File: config.mk
export PLATFORM = sky130hd
export DESIGN_NAME = soc_top
export DESIGN_NICKNAME = d
export VERILOG_FILES = /design/src/hdl/soc_pkg.sv /design/src/hdl/uart_tx.sv /design/src/hdl/uart_rx.sv /design/src/hdl/ramio.sv /design/src/hdl/flash_boot.sv /design/src/hdl/soc_top.sv
export VERILOG_INCLUDE_DIRS = /design/src /design/src/hdl
export SDC_FILE = /design/constraint.sdc
export NUM_CORES = 1
export LEC_CHECK = 0
export BUFFER_PORTS_ARGS = -buffer_cell sky130_fd_sc_hd__buf_2
export CAP_MARGIN = 20
export CORE_MARGIN = 1.5
export CORE_UTILIZATION = 46
export DETAILED_ROUTE_END_ITERATION = 10
export PLACE_DENSITY = 0.81
export REMOVE_ABC_BUFFERS = 1
export SYNTH_ARGS = -nofsm -noshare
export SYNTH_HDL_FRONTEND = slang
export SYNTH_SLANG_ARGS = --single-unit
export TNS_END_PERCENT = 100
File: constraint.sdc
create_clock -name clk -period 3.48 [get_ports clk]
set_clock_uncertainty 0.1 [all_clocks]
set_input_delay 0.522 -clock clk [delete_from_list [all_inputs] [get_ports clk]]
set_output_delay 0.522 -clock clk [all_outputs]
set_load 0.05 [all_outputs]
File: src/hdl/soc_cfg.svh
/*
 * board and build settings for the memory and I/O side of the soc
 * clock, uart baud rate, ram geometry and flash boot block
 */
`ifndef SOC_CFG_SVH
`define SOC_CFG_SVH

// system clock, from the burst ram controller clock output
`define CLK_FREQUENCY_HZ 30_000_000
`define UART_BAUD_RATE 3_000_000 // fast build, 10 clocks per bit

// byte address width of the burst ram
`define RAM_ADDRESS_BITWIDTH 21

// flash boot
`define STARTUP_WAIT_CYCLES 20
`define FLASH_TRANSFER_FROM_ADDRESS 24'h000100
`define FLASH_TRANSFER_BYTE_COUNT 16

`define UART_CLOCKS_PER_BIT (`CLK_FREQUENCY_HZ / `UART_BAUD_RATE)

`endif

File: src/hdl/soc_pkg.sv
/*
 * shared types for the soc: widths, access types, fsm states,
 * ramio request/response and burst ram port structs, io address map
 */
`include "soc_cfg.svh"

package soc_pkg;

  typedef logic [31:0] word_t;      // data or address word
  typedef logic [63:0] line_t;      // one burst ram beat
  typedef logic [7:0]  line_mask_t; // 1 = keep byte
  typedef logic [`RAM_ADDRESS_BITWIDTH-1:0] ram_addr_t;

  typedef logic [2:0] read_type_t;  // bit 2 set for unsigned
  typedef logic [1:0] write_type_t;

  // access sizes, low two bits of read/write type
  localparam logic [1:0] SZ_NONE = 2'd0;
  localparam logic [1:0] SZ_BYTE = 2'd1;
  localparam logic [1:0] SZ_HALF = 2'd2;
  localparam logic [1:0] SZ_WORD = 2'd3;

  // io address map, everything else with top bits clear is ram
  localparam word_t LED_ADDR      = 32'hFFFF_FFFF;
  localparam word_t UART_OUT_ADDR = 32'hFFFF_FFFE;
  localparam word_t UART_IN_ADDR  = 32'hFFFF_FFFD;

  typedef struct packed {
    logic        enable;     // one cycle, only when not busy
    read_type_t  read_type;
    write_type_t write_type;
    word_t       address;
    word_t       data_in;
  } ramio_req_t;

  typedef struct packed {
    word_t data_out;
    logic  data_out_ready;   // load done pulse
    logic  busy;
  } ramio_rsp_t;

  typedef struct packed {
    logic       cmd;         // 0 read, 1 write
    logic       cmd_en;
    ram_addr_t  addr;
    line_t      wr_data;
    line_mask_t data_mask;
  } br_req_t;

  typedef struct packed {
    line_t rd_data;
    logic  rd_data_valid;
  } br_rsp_t;

  typedef enum logic [2:0] {
    BOOT_WAIT, BOOT_CMD, BOOT_SHIFT, BOOT_STORE, BOOT_STORE_WAIT, BOOT_DONE
  } boot_state_t;

  typedef enum logic [1:0] {
    RIO_IDLE, RIO_RAM_READ, RIO_RAM_WRITE, RIO_UART_WAIT
  } ramio_state_t;

endpackage

File: src/hdl/uart_tx.sv
/*
 * uart transmitter, 8n1, lsb first
 * busy from start until the end of the stop bit
 */
`include "soc_cfg.svh"

module uart_tx (
  input  logic       clk,
  input  logic       rst,
  input  logic       start,
  input  logic [7:0] data,
  output logic       tx,
  output logic       busy
);

  logic [8:0]  frame;  // stop bit + data, shifted out
  logic [3:0]  bit_idx;
  logic [15:0] clk_cnt;

  always_ff @(posedge clk) begin
    if (rst) begin
      tx      <= 1'b1;   // line idles high
      busy    <= 1'b0;
      bit_idx <= '0;
      clk_cnt <= '0;
    end else if (!busy) begin
      if (start) begin
        frame   <= {1'b1, data};
        tx      <= 1'b0;  // start bit
        busy    <= 1'b1;
        bit_idx <= '0;
        clk_cnt <= '0;
      end
    end else if (clk_cnt == 16'(`UART_CLOCKS_PER_BIT - 1)) begin
      clk_cnt <= '0;
      if (bit_idx == 4'd9) begin
        busy <= 1'b0;     // stop bit done
      end else begin
        tx      <= frame[0];
        frame   <= {1'b1, frame[8:1]};
        bit_idx <= bit_idx + 1;
      end
    end else begin
      clk_cnt <= clk_cnt + 1;
    end
  end

endmodule

File: src/hdl/uart_rx.sv
/*
 * uart receiver, 8n1
 * two flop sync, mid-bit sampling, valid pulse at the stop bit,
 * frames with a low stop bit are dropped
 */
`include "soc_cfg.svh"

module uart_rx (
  input  logic       clk,
  input  logic       rst,
  input  logic       rx,
  output logic       valid,
  output logic [7:0] data
);

  logic [1:0]  rx_sync;
  logic        rx_s;     // synchronized line
  logic        active;   // inside a frame
  logic [3:0]  bit_idx;  // 0 start, 1..8 data, 9 stop
  logic [15:0] clk_cnt;  // counts down to the next mid-bit

  assign rx_s = rx_sync[1];

  always_ff @(posedge clk) begin
    if (rst) begin
      rx_sync <= 2'b11;
      active  <= 1'b0;
      valid   <= 1'b0;
      bit_idx <= '0;
      clk_cnt <= '0;
    end else begin
      rx_sync <= {rx_sync[0], rx};
      valid   <= 1'b0;
      if (!active) begin
        if (!rx_s) begin                   // start edge
          active  <= 1'b1;
          bit_idx <= '0;
          clk_cnt <= 16'(`UART_CLOCKS_PER_BIT / 2 - 1);
        end
      end else if (clk_cnt == '0) begin
        clk_cnt <= 16'(`UART_CLOCKS_PER_BIT - 1);
        if (bit_idx == 4'd0) begin
          if (rx_s) active <= 1'b0;       // glitch, not a start bit
          else bit_idx <= 4'd1;
        end else if (bit_idx == 4'd9) begin
          active <= 1'b0;
          valid  <= rx_s;                  // bad stop bit, no valid
        end else begin
          bit_idx <= bit_idx + 1;
        end
      end else begin
        clk_cnt <= clk_cnt - 1;
      end
    end
  end

  // data bits, lsb first
  always_ff @(posedge clk) begin
    if (active && clk_cnt == '0 && bit_idx != 4'd0 && bit_idx != 4'd9)
      data <= {rx_s, data[7:1]};
  end

endmodule

File: src/hdl/ramio.sv
/*
 * memory and io unit
 * byte/half/word loads and stores to burst ram, one 64 bit beat per
 * access, plus the led register and the uart transmit/receive ports
 */
`include "soc_cfg.svh"

module ramio import soc_pkg::*; (
  input  logic       clk,
  input  logic       rst,
  input  ramio_req_t req,
  output ramio_rsp_t rsp,
  output br_req_t    br_req,
  input  br_rsp_t    br_rsp,
  output logic       tx_start,
  output logic [7:0] tx_data,
  input  logic       tx_busy,
  input  logic       rx_valid,
  input  logic [7:0] rx_data,
  output logic [3:0] led
);

  // ------------------------------------------------------------------------
  // lane helpers
  // ------------------------------------------------------------------------

  // 1 marks a byte that must not be written
  function automatic line_mask_t lane_mask(write_type_t wt, logic [2:0] lane);
    line_mask_t sel;
    case (wt)
      SZ_BYTE: sel = 8'b0000_0001;
      SZ_HALF: sel = 8'b0000_0011;
      SZ_WORD: sel = 8'b0000_1111;
      default: sel = 8'b0000_0000;
    endcase
    return ~(sel << lane);
  endfunction

  // replicate so every lane carries the data
  function automatic line_t lane_data(write_type_t wt, word_t d);
    case (wt)
      SZ_BYTE: return {8{d[7:0]}};
      SZ_HALF: return {4{d[15:0]}};
      default: return {2{d}};
    endcase
  endfunction

  // pick lane, then sign or zero extend
  function automatic word_t lane_load(line_t beat, logic [2:0] lane, read_type_t rt);
    line_t sh;
    sh = beat >> {lane, 3'b000};
    case (rt[1:0])
      SZ_BYTE: return rt[2] ? {24'b0, sh[7:0]} : {{24{sh[7]}}, sh[7:0]};
      SZ_HALF: return rt[2] ? {16'b0, sh[15:0]} : {{16{sh[15]}}, sh[15:0]};
      default: return sh[31:0];
    endcase
  endfunction

  // ------------------------------------------------------------------------
  // decode
  // ------------------------------------------------------------------------

  ramio_state_t state;
  logic         is_ram, is_led, is_tx, is_rx;
  logic         is_load, is_store;
  logic [1:0]   acc_size;
  logic [1:0]   misalign;
  logic         cmd_en_q, cmd_q, rdy_q;
  ram_addr_t    addr_q;
  line_t        wr_data_q;
  line_mask_t   mask_q;
  word_t        data_out_q;
  word_t        io_rd;        // io load value
  logic [2:0]   lane_q;
  read_type_t   rtype_q;
  logic         rx_full;      // one entry receive buffer
  logic [7:0]   rx_buf;

  assign is_ram   = (req.address[31:`RAM_ADDRESS_BITWIDTH] == '0);
  assign is_led   = (req.address == LED_ADDR);
  assign is_tx    = (req.address == UART_OUT_ADDR);
  assign is_rx    = (req.address == UART_IN_ADDR);
  assign is_load  = (req.read_type[1:0] != SZ_NONE);
  assign is_store = (req.write_type != SZ_NONE);

  always_comb begin
    io_rd = '0;
    if (is_led) io_rd = {28'b0, led};
    else if (is_rx && rx_full) io_rd = {24'b0, rx_buf}; // empty reads 0
  end

  // ------------------------------------------------------------------------
  // access fsm
  // ------------------------------------------------------------------------

  always_ff @(posedge clk) begin
    if (rst) begin
      state    <= RIO_IDLE;
      cmd_en_q <= 1'b0;
      rdy_q    <= 1'b0;
      tx_start <= 1'b0;
      led      <= '0;
      rx_full  <= 1'b0;
    end else begin
      cmd_en_q <= 1'b0;  // all strobes one cycle
      rdy_q    <= 1'b0;
      tx_start <= 1'b0;
      if (rx_valid) rx_full <= 1'b1;
      case (state)
        RIO_IDLE: begin
          if (req.enable) begin
            if (is_ram) begin
              cmd_en_q <= 1'b1;
              state    <= is_store ? RIO_RAM_WRITE : RIO_RAM_READ;
            end else if (is_load) begin
              rdy_q <= 1'b1;                       // io load, one cycle
              if (is_rx && !rx_valid) rx_full <= 1'b0;
            end else if (is_led) begin
              led <= req.data_in[3:0];
            end else if (is_tx) begin
              // tx_start counts as busy, uart_tx raises busy a cycle late
              if (tx_busy || tx_start) state <= RIO_UART_WAIT;
              else tx_start <= 1'b1;
            end
          end
        end
        RIO_RAM_WRITE: state <= RIO_IDLE;          // beat issued
        RIO_RAM_READ: begin
          if (br_rsp.rd_data_valid) begin
            rdy_q <= 1'b1;
            state <= RIO_IDLE;
          end
        end
        RIO_UART_WAIT: begin
          if (!tx_busy && !tx_start) begin
            tx_start <= 1'b1;
            state    <= RIO_IDLE;
          end
        end
        default: state <= RIO_IDLE;
      endcase
    end
  end

  // request payload, taken when the access is accepted
  always_ff @(posedge clk) begin
    if (state == RIO_IDLE && req.enable) begin
      cmd_q      <= is_store;
      addr_q     <= {req.address[`RAM_ADDRESS_BITWIDTH-1:3], 3'b000}; // beat aligned
      wr_data_q  <= lane_data(req.write_type, req.data_in);
      mask_q     <= lane_mask(req.write_type, req.address[2:0]);
      lane_q     <= req.address[2:0];
      rtype_q    <= req.read_type;
      tx_data    <= req.data_in[7:0];
      data_out_q <= io_rd;
    end else if (state == RIO_RAM_READ && br_rsp.rd_data_valid) begin
      data_out_q <= lane_load(br_rsp.rd_data, lane_q, rtype_q);
    end
  end

  always_ff @(posedge clk) begin
    if (rx_valid) rx_buf <= rx_data;
  end

  assign br_req = '{cmd: cmd_q, cmd_en: cmd_en_q, addr: addr_q,
                    wr_data: wr_data_q, data_mask: mask_q};
  assign rsp = '{data_out: data_out_q, data_out_ready: rdy_q,
                 busy: (state != RIO_IDLE)};

  // master side protocol
  assign acc_size = is_store ? req.write_type : req.read_type[1:0];
  assign misalign = (acc_size == SZ_WORD) ? req.address[1:0] :
                    (acc_size == SZ_HALF) ? {1'b0, req.address[0]} : 2'b00;

  a_enable_idle: assert property (@(posedge clk) disable iff (rst)
    req.enable |-> !rsp.busy);

  a_aligned: assert property (@(posedge clk) disable iff (rst)
    req.enable |-> misalign == 2'b00);

endmodule

File: src/hdl/flash_boot.sv
/*
 * flash boot loader
 * after a startup wait, reads a block from spi flash (cmd 03h) and
 * stores it byte by byte into ram, then hands the ram port to the host
 */
`include "soc_cfg.svh"

module flash_boot import soc_pkg::*; (
  input  logic       clk,
  input  logic       rst,
  input  ramio_req_t host_req,
  output ramio_rsp_t host_rsp,
  output ramio_req_t ram_req,
  input  ramio_rsp_t ram_rsp,
  output logic       flash_cs_n,
  output logic       flash_clk,
  output logic       flash_mosi,
  input  logic       flash_miso,
  output logic       boot_done
);

  boot_state_t state;
  word_t       wait_cnt;  // startup delay
  word_t       byte_idx;  // also the ram address of the byte
  logic [31:0] cmd_sr;    // command + address, msb first
  logic [4:0]  bit_cnt;
  logic [7:0]  rx_byte;
  logic        sclk;
  ramio_req_t  boot_req;

  assign flash_clk  = sclk;       // clk/2 while shifting
  assign flash_mosi = cmd_sr[31];
  assign boot_done  = (state == BOOT_DONE);

  // ------------------------------------------------------------------------
  // boot fsm
  // ------------------------------------------------------------------------

  always_ff @(posedge clk) begin
    if (rst) begin
      state      <= BOOT_WAIT;
      wait_cnt   <= '0;
      byte_idx   <= '0;
      bit_cnt    <= '0;
      cmd_sr     <= '0;
      sclk       <= 1'b0;
      flash_cs_n <= 1'b1;
    end else begin
      case (state)
        BOOT_WAIT: begin
          if (wait_cnt == `STARTUP_WAIT_CYCLES - 1) begin
            flash_cs_n <= 1'b0;
            cmd_sr     <= {8'h03, `FLASH_TRANSFER_FROM_ADDRESS}; // read cmd
            bit_cnt    <= '0;
            state      <= BOOT_CMD;
          end else begin
            wait_cnt <= wait_cnt + 1;
          end
        end
        BOOT_CMD: begin
          sclk <= ~sclk;
          if (sclk) begin                   // falling edge, next mosi bit
            cmd_sr  <= {cmd_sr[30:0], 1'b0};
            bit_cnt <= bit_cnt + 1;
            if (bit_cnt == 5'd31) state <= BOOT_SHIFT;
          end
        end
        BOOT_SHIFT: begin
          sclk <= ~sclk;
          if (sclk) begin                   // miso taken in the high phase
            bit_cnt <= bit_cnt + 1;
            if (bit_cnt == 5'd7) state <= BOOT_STORE;
          end
        end
        BOOT_STORE: state <= BOOT_STORE_WAIT; // enable for this one cycle
        BOOT_STORE_WAIT: begin
          // flash clock stays low until ramio is free again
          if (!ram_rsp.busy) begin
            bit_cnt <= '0;
            if (byte_idx == `FLASH_TRANSFER_BYTE_COUNT - 1) begin
              flash_cs_n <= 1'b1;
              state      <= BOOT_DONE;
            end else begin
              byte_idx <= byte_idx + 1;
              state    <= BOOT_SHIFT;
            end
          end
        end
        BOOT_DONE: state <= BOOT_DONE;
        default:   state <= BOOT_WAIT;
      endcase
    end
  end

  // data byte from flash, msb first
  always_ff @(posedge clk) begin
    if (state == BOOT_SHIFT && sclk) rx_byte <= {rx_byte[6:0], flash_miso};
  end

  // ------------------------------------------------------------------------
  // ram port mux
  // ------------------------------------------------------------------------

  assign boot_req = '{enable:     (state == BOOT_STORE),
                      read_type:  '0,
                      write_type: SZ_BYTE,
                      address:    byte_idx,
                      data_in:    {24'b0, rx_byte}};

  always_comb begin
    if (boot_done) begin
      ram_req  = host_req;  // straight through after boot
      host_rsp = ram_rsp;
    end else begin
      ram_req  = boot_req;
      host_rsp = '{data_out: '0, data_out_ready: 1'b0, busy: 1'b1};
    end
  end

  // during boot a store only leaves with a whole flash byte shifted in
  a_boot_store_whole: assert property (@(posedge clk) disable iff (rst)
    !boot_done && ram_req.enable |-> bit_cnt == 5'd8);

endmodule

File: src/hdl/soc_top.sv
/*
 * soc top level, memory and io side
 * flash boot in front of ramio, uart pair and board leds
 */
module soc_top import soc_pkg::*; (
  input  logic       clk,
  input  logic       rst,
  // external master, stands in for the core
  input  ramio_req_t host_req,
  output ramio_rsp_t host_rsp,
  // burst ram command port
  output br_req_t    br_req,
  input  br_rsp_t    br_rsp,
  // spi flash
  output logic       flash_cs_n,
  output logic       flash_clk,
  output logic       flash_mosi,
  input  logic       flash_miso,
  // serial
  input  logic       uart_rx,
  output logic       uart_tx,
  output logic [5:0] led
);

  ramio_req_t ram_req;  // boot or host, muxed in flash_boot
  ramio_rsp_t ram_rsp;
  logic       boot_done;
  logic       tx_start;
  logic [7:0] tx_data;
  logic       tx_busy;
  logic       rx_valid;
  logic [7:0] rx_data;

  // ------------------------------------------------------------------------
  // boot loader and memory unit
  // ------------------------------------------------------------------------

  flash_boot i_flash_boot (
    .clk, .rst,
    .host_req, .host_rsp,
    .ram_req, .ram_rsp,
    .flash_cs_n, .flash_clk, .flash_mosi, .flash_miso,
    .boot_done
  );

  ramio i_ramio (
    .clk, .rst,
    .req     (ram_req),
    .rsp     (ram_rsp),
    .br_req, .br_rsp,
    .tx_start, .tx_data, .tx_busy,
    .rx_valid, .rx_data,
    .led     (led[4:1])    // led register
  );

  // ------------------------------------------------------------------------
  // uart
  // ------------------------------------------------------------------------

  uart_tx i_uart_tx (
    .clk, .rst,
    .start (tx_start),
    .data  (tx_data),
    .tx    (uart_tx),
    .busy  (tx_busy)
  );

  uart_rx i_uart_rx (
    .clk, .rst,
    .rx    (uart_rx),
    .valid (rx_valid),
    .data  (rx_data)
  );

  assign led[0] = boot_done;
  assign led[5] = ~ram_rsp.busy; // lit while memory unit idle

endmodule

==> run summary <==
The synthesized netlist devotes 22.92% of its cell area to simple gates. Buffers added to address setup during post-CTS repair amount to 0. In the final layout, the share of cells above drive strength 1 is 22.22%. Entering global routing, the biggest net connects 85 pins.

The via count of the routed design is 12.87k. The maximum operating frequency is 0.3344 GHz. Net switching is 22.70% of the power.

Synthesis inferred 283 register bits. Logic gate share of total power: 7.5%. In this run the critical register-to-register path is launched from i_ramio.state[1]$_SDFFE_PP0P_. In the final timing run, aggregate negative setup slack is 0 ps. For this run, global-route usage on met1 was measured as 29.53%.

Detailed-route DRC error count: 0. During I/O placement, the number of pins put on the boundary was 278. By area, the combinational part of the netlist is dominated by simple AND/OR/NAND/NOR gates. The area share of xor/xnor cells in the synthesized design is 3.540%, and the non-filler instance count after layout is 2,221. The count of buffers added on input and output ports is 274. The critical path is of the register to primary output type.

For the met3 track demand over resource, the log shows 3.672%. The depth of the worst hold-timing path was 1. The total power was 7.728 mW. After detailed routing, the average wire length per cell comes to 18.19 um. Most utilized layer in the global route result: met2. The tools report the number of buffers on the longest clock path as 3. The first global-routing pass estimated 63,530 um of wire. The static power due to leakage is 6.853 nW, and the worst hold margin is 38.66 ps.

The count of synthesis-stage warnings from yosys was 0. The run gives 65 as the number of cell rows. The part of the cycle the worst path needs is 85.93%, and the post-synthesis share of cell area spent on full adders, half adders and majority gates is 1.854%. For the total global routing overflow, the log shows 0. The path with the worst hold slack has its endpoint at i_flash_boot.rx_byte[0]$_DFFE_PP_. The placed instances occupy a cell area of 16,310 sq um. The count of nets left with antenna violations after detail routing came out at 0.

The top cell types in the final layout, fill and taps aside, are buf_2, nand2_1, nor2_1. Counting every instance in the synthesized netlist gives 1,586. The worst-case setup margin in the final layout was 489.7 ps. STA classifies the critical path startpoint as a register. The number of endpoints with negative hold slack in the final report is 0. The die covers 33,360 sq um. Multiplexer cells account for 8.191% of the synthesized area. The most used flip-flop cell after synthesis was dfxtp_1. Timing analysis after detailed placement gives a worst setup slack of 565.6 ps. The congestion estimate from routability-driven global placement came to 0.9293. For the finished layout, the period the worst path requires is 2990 ps. For this design the total switching power over the nets is 1.754 mW. For the initial antenna violation count, the log shows 2. The number of global-route vias before repair is 12.24k. The mean area per synthesized cell works out to 9.361 sq um. The total power density per cell area is 443.0 nW/um^2, and the distinct cell type count of the synthesized netlist is 73. The run gives 560 ps as the clock insertion delay at the later pin of the skew report. The tightest min-delay check is of the primary input to register type. For the detailed router's first-iteration violation count, the log shows 1,273.

Setup repair after global routing left no endpoint under its margin. The detail-routed via count per cell is 5.792, and the post-synthesis compound-gate area fraction is 11.22%. Across every metal layer, demand over resource in global routing totals 23.45%. Finished layout cell area: 17,440 sq um.

The relative contribution of the clock network to total power was 46.6%; the final setup violation count was 0. Commonest non-fill, non-tap cell in the layout: buf_2. The tools report the number of max-capacitance violations reported as 0. The floorplan step set the die width to 182.7 um. Measured against its own limit, the worst slew margin works out to 35.10%. The final count of pins violating max slew is 0, and the arrival time of the worst setup path is 2370 ps.

Number of H-tree levels: 1. The element type at the critical path end is a primary output. The total standard cell area after synthesis was 14,850 sq um; the first-pass detailed-route iteration total was 5.

The tree built by TritonCTS fans out to 283 sinks. The number of cells on the worst reg-to-reg path is 9, and the post-cts gate resize count is 0. Counting tap cells, the placed design contains a total of 2,164 instances. For this run, the register share of the synthesized area comes to 46.86%. In this run the worst path has a maximum fanout of 31. The number of hold-repair buffers added at the cts stage came out at 0. The tools report the total half-perimeter wirelength after legalization and detailed placement as 29,240 um. The tools report the capturing point of the worst reg2reg path as i_flash_boot.byte_idx[27]$_SDFFE_PP0P_. Wires add up to 40,400 um. The tools report the final core utilization as 55.14%.

The flow ran to the end, and the final reports show no timing, DRC or antenna violations. Yosys mapped a number of flops with a built-in enable equal to 129. The run gives 31,640 sq um as the area of the core region.

For the global routing usage on met2, the log shows 39.82%. The CTS buffer count was 30; the worst IR drop on VDD was 0.3680 mV. The height of the die is 182.7 um. TritonCTS built the clock tree.

After clock tree synthesis, the clock-pin slew on the worst setup and hold paths is 60 ps. For the layout net count, the log shows 1,955. Data on the critical path is required at its endpoint by 2860 ps.

Across all register-to-register paths, the minimum setup slack is 550 ps. Compared with the post-synthesis result, the final layout area differs by 17.49%. Internal power comes to 5.974 mW.

At the pin with the least slew margin, the transition time is 973.5 ps. The share of synthesized flip-flops with an asynchronous set or reset came out at 0%. In this run the most critical hold path is launched from flash_miso.

The fraction of power consumed by sequential logic was 45.9%. The initial utilization of the core area, before any placement, comes to 46.93%. The buffer type at the clock tree root is clkbuf_16.
-- cell families (layout without fill, tap and decap cells) --
family | Yosys count | after routing
adders and majority gates | 22 | 22
DFF | 283 | 283
muxes | 90 | 90
xor gates and xnor gates | 60 | 60
other | 1 | 4
AOI/OAI and AO/OA | 271 | 271
and+or+nand+nor | 690 | 690
buffers and inverters | 169 | 399
-- synthesized netlist by cell type (29+ instances only) --
master / count / area [sq um]
nand2_1: 208 / 780.8
nor2_1: 167 / 626.9
dfxtp_1: 154 / 3083
edfxtp_1: 129 / 3874
a21oi_1: 109 / 545.5
o21ai_0: 65 / 325.3
nand3_1: 60 / 300.3
clkbuf_1: 59 / 221.5
mux2i_1: 54 / 540.5
and2_1: 44 / 275.3
inv_1: 41 / 153.9
buf_4: 39 / 292.8
nor3_1: 39 / 195.2
nor4_1: 30 / 187.7
xnor2_1: 30 / 262.8
xor2_1: 30 / 262.8
nand4_1: 29 / 181.4
-- worst max-delay path, cell delays in order, from the launching register on --
cell and delay, ps:
dfxtp_1 600, nand3b_1 180, inv_2 220, buf_4 340, and2_1 190, buf_2 270
-- state kept, by name (all words and copies together) (netlist names), 5 cells and up --
register / cells
i_flash_boot.byte_idx: 32
i_flash_boot.wait_cnt: 32
i_ramio.data_out_q: 32
i_ramio.wr_data_q: 32
i_flash_boot.cmd_sr: 24
i_ramio.addr_q: 18
i_uart_rx.clk_cnt: 16
i_uart_tx.clk_cnt: 16
i_flash_boot.rx_byte: 8
i_ramio.mask_q: 8
i_ramio.rx_buf: 8
i_uart_rx.data: 8
i_uart_tx.frame: 8
i_flash_boot.bit_cnt: 5
-- power by group through the flow --
stage | logic [mW] | clock network, mW | registers (mW)
final | 0.579 | 3.60 | 3.55
after global routing | 0.630 | 3.79 | 3.55
after CTS | 0.574 | 3.64 | 3.55
after detailed placement | 0.571 | 0 | 3.62
after global placement | 0.551 | 0 | 3.62
after floorplan | 0.321 | 0 | 3.62
-- how the worst max path moves through the flow --
stage               slack [ps]                               start  cells after the start                                endpoint
floorplan                 -940       i_ramio.state[0]$_SDFFE_PP0P_                      6         i_ramio.data_out_q[7]$_DFFE_PP_
global placement           700         i_ramio.lane_q[0]$_DFFE_PP_                      6         i_ramio.data_out_q[1]$_DFFE_PP_
detailed placement         570       i_ramio.state[0]$_SDFFE_PP0P_                      9  i_flash_boot.byte_idx[27]$_SDFFE_PP0P_
CTS                        480  i_flash_boot.state[0]$_SDFFE_PP0P_                      5                            host_rsp[18]
global route               280  i_flash_boot.state[1]$_SDFFE_PP0P_                      8         i_ramio.data_out_q[2]$_DFFE_PP_
finish                     490  i_flash_boot.state[0]$_SDFFE_PP0P_                      5                            host_rsp[18]
-- cell type report --
type                            count  area (sq um)
Tap cell                          402         503.0
Multi-Input combinational cell   1136          7097
Timing Repair Buffer              298          1582
Fill cell                        2768         14190
Inverter                           45         171.4
Clock inverter                     13         261.5
Clock buffer                       43         869.6
Sequential cell                   283          6957
Antenna cell                        1         2.502
-- per-layer routing --
| metal | vias to the layer above | part of all wire [%] |
|---|---|---|
| met4 | 2 | 4.2 |
| met3 | 93 | 7.0 |
| met2 | 554 | 48 |
| li1 | 6090 | - |
| met5 | - | 0.032 |
| met1 | 6126 | 41 |
No activity file was read; power rests on OpenSTA's default activity.
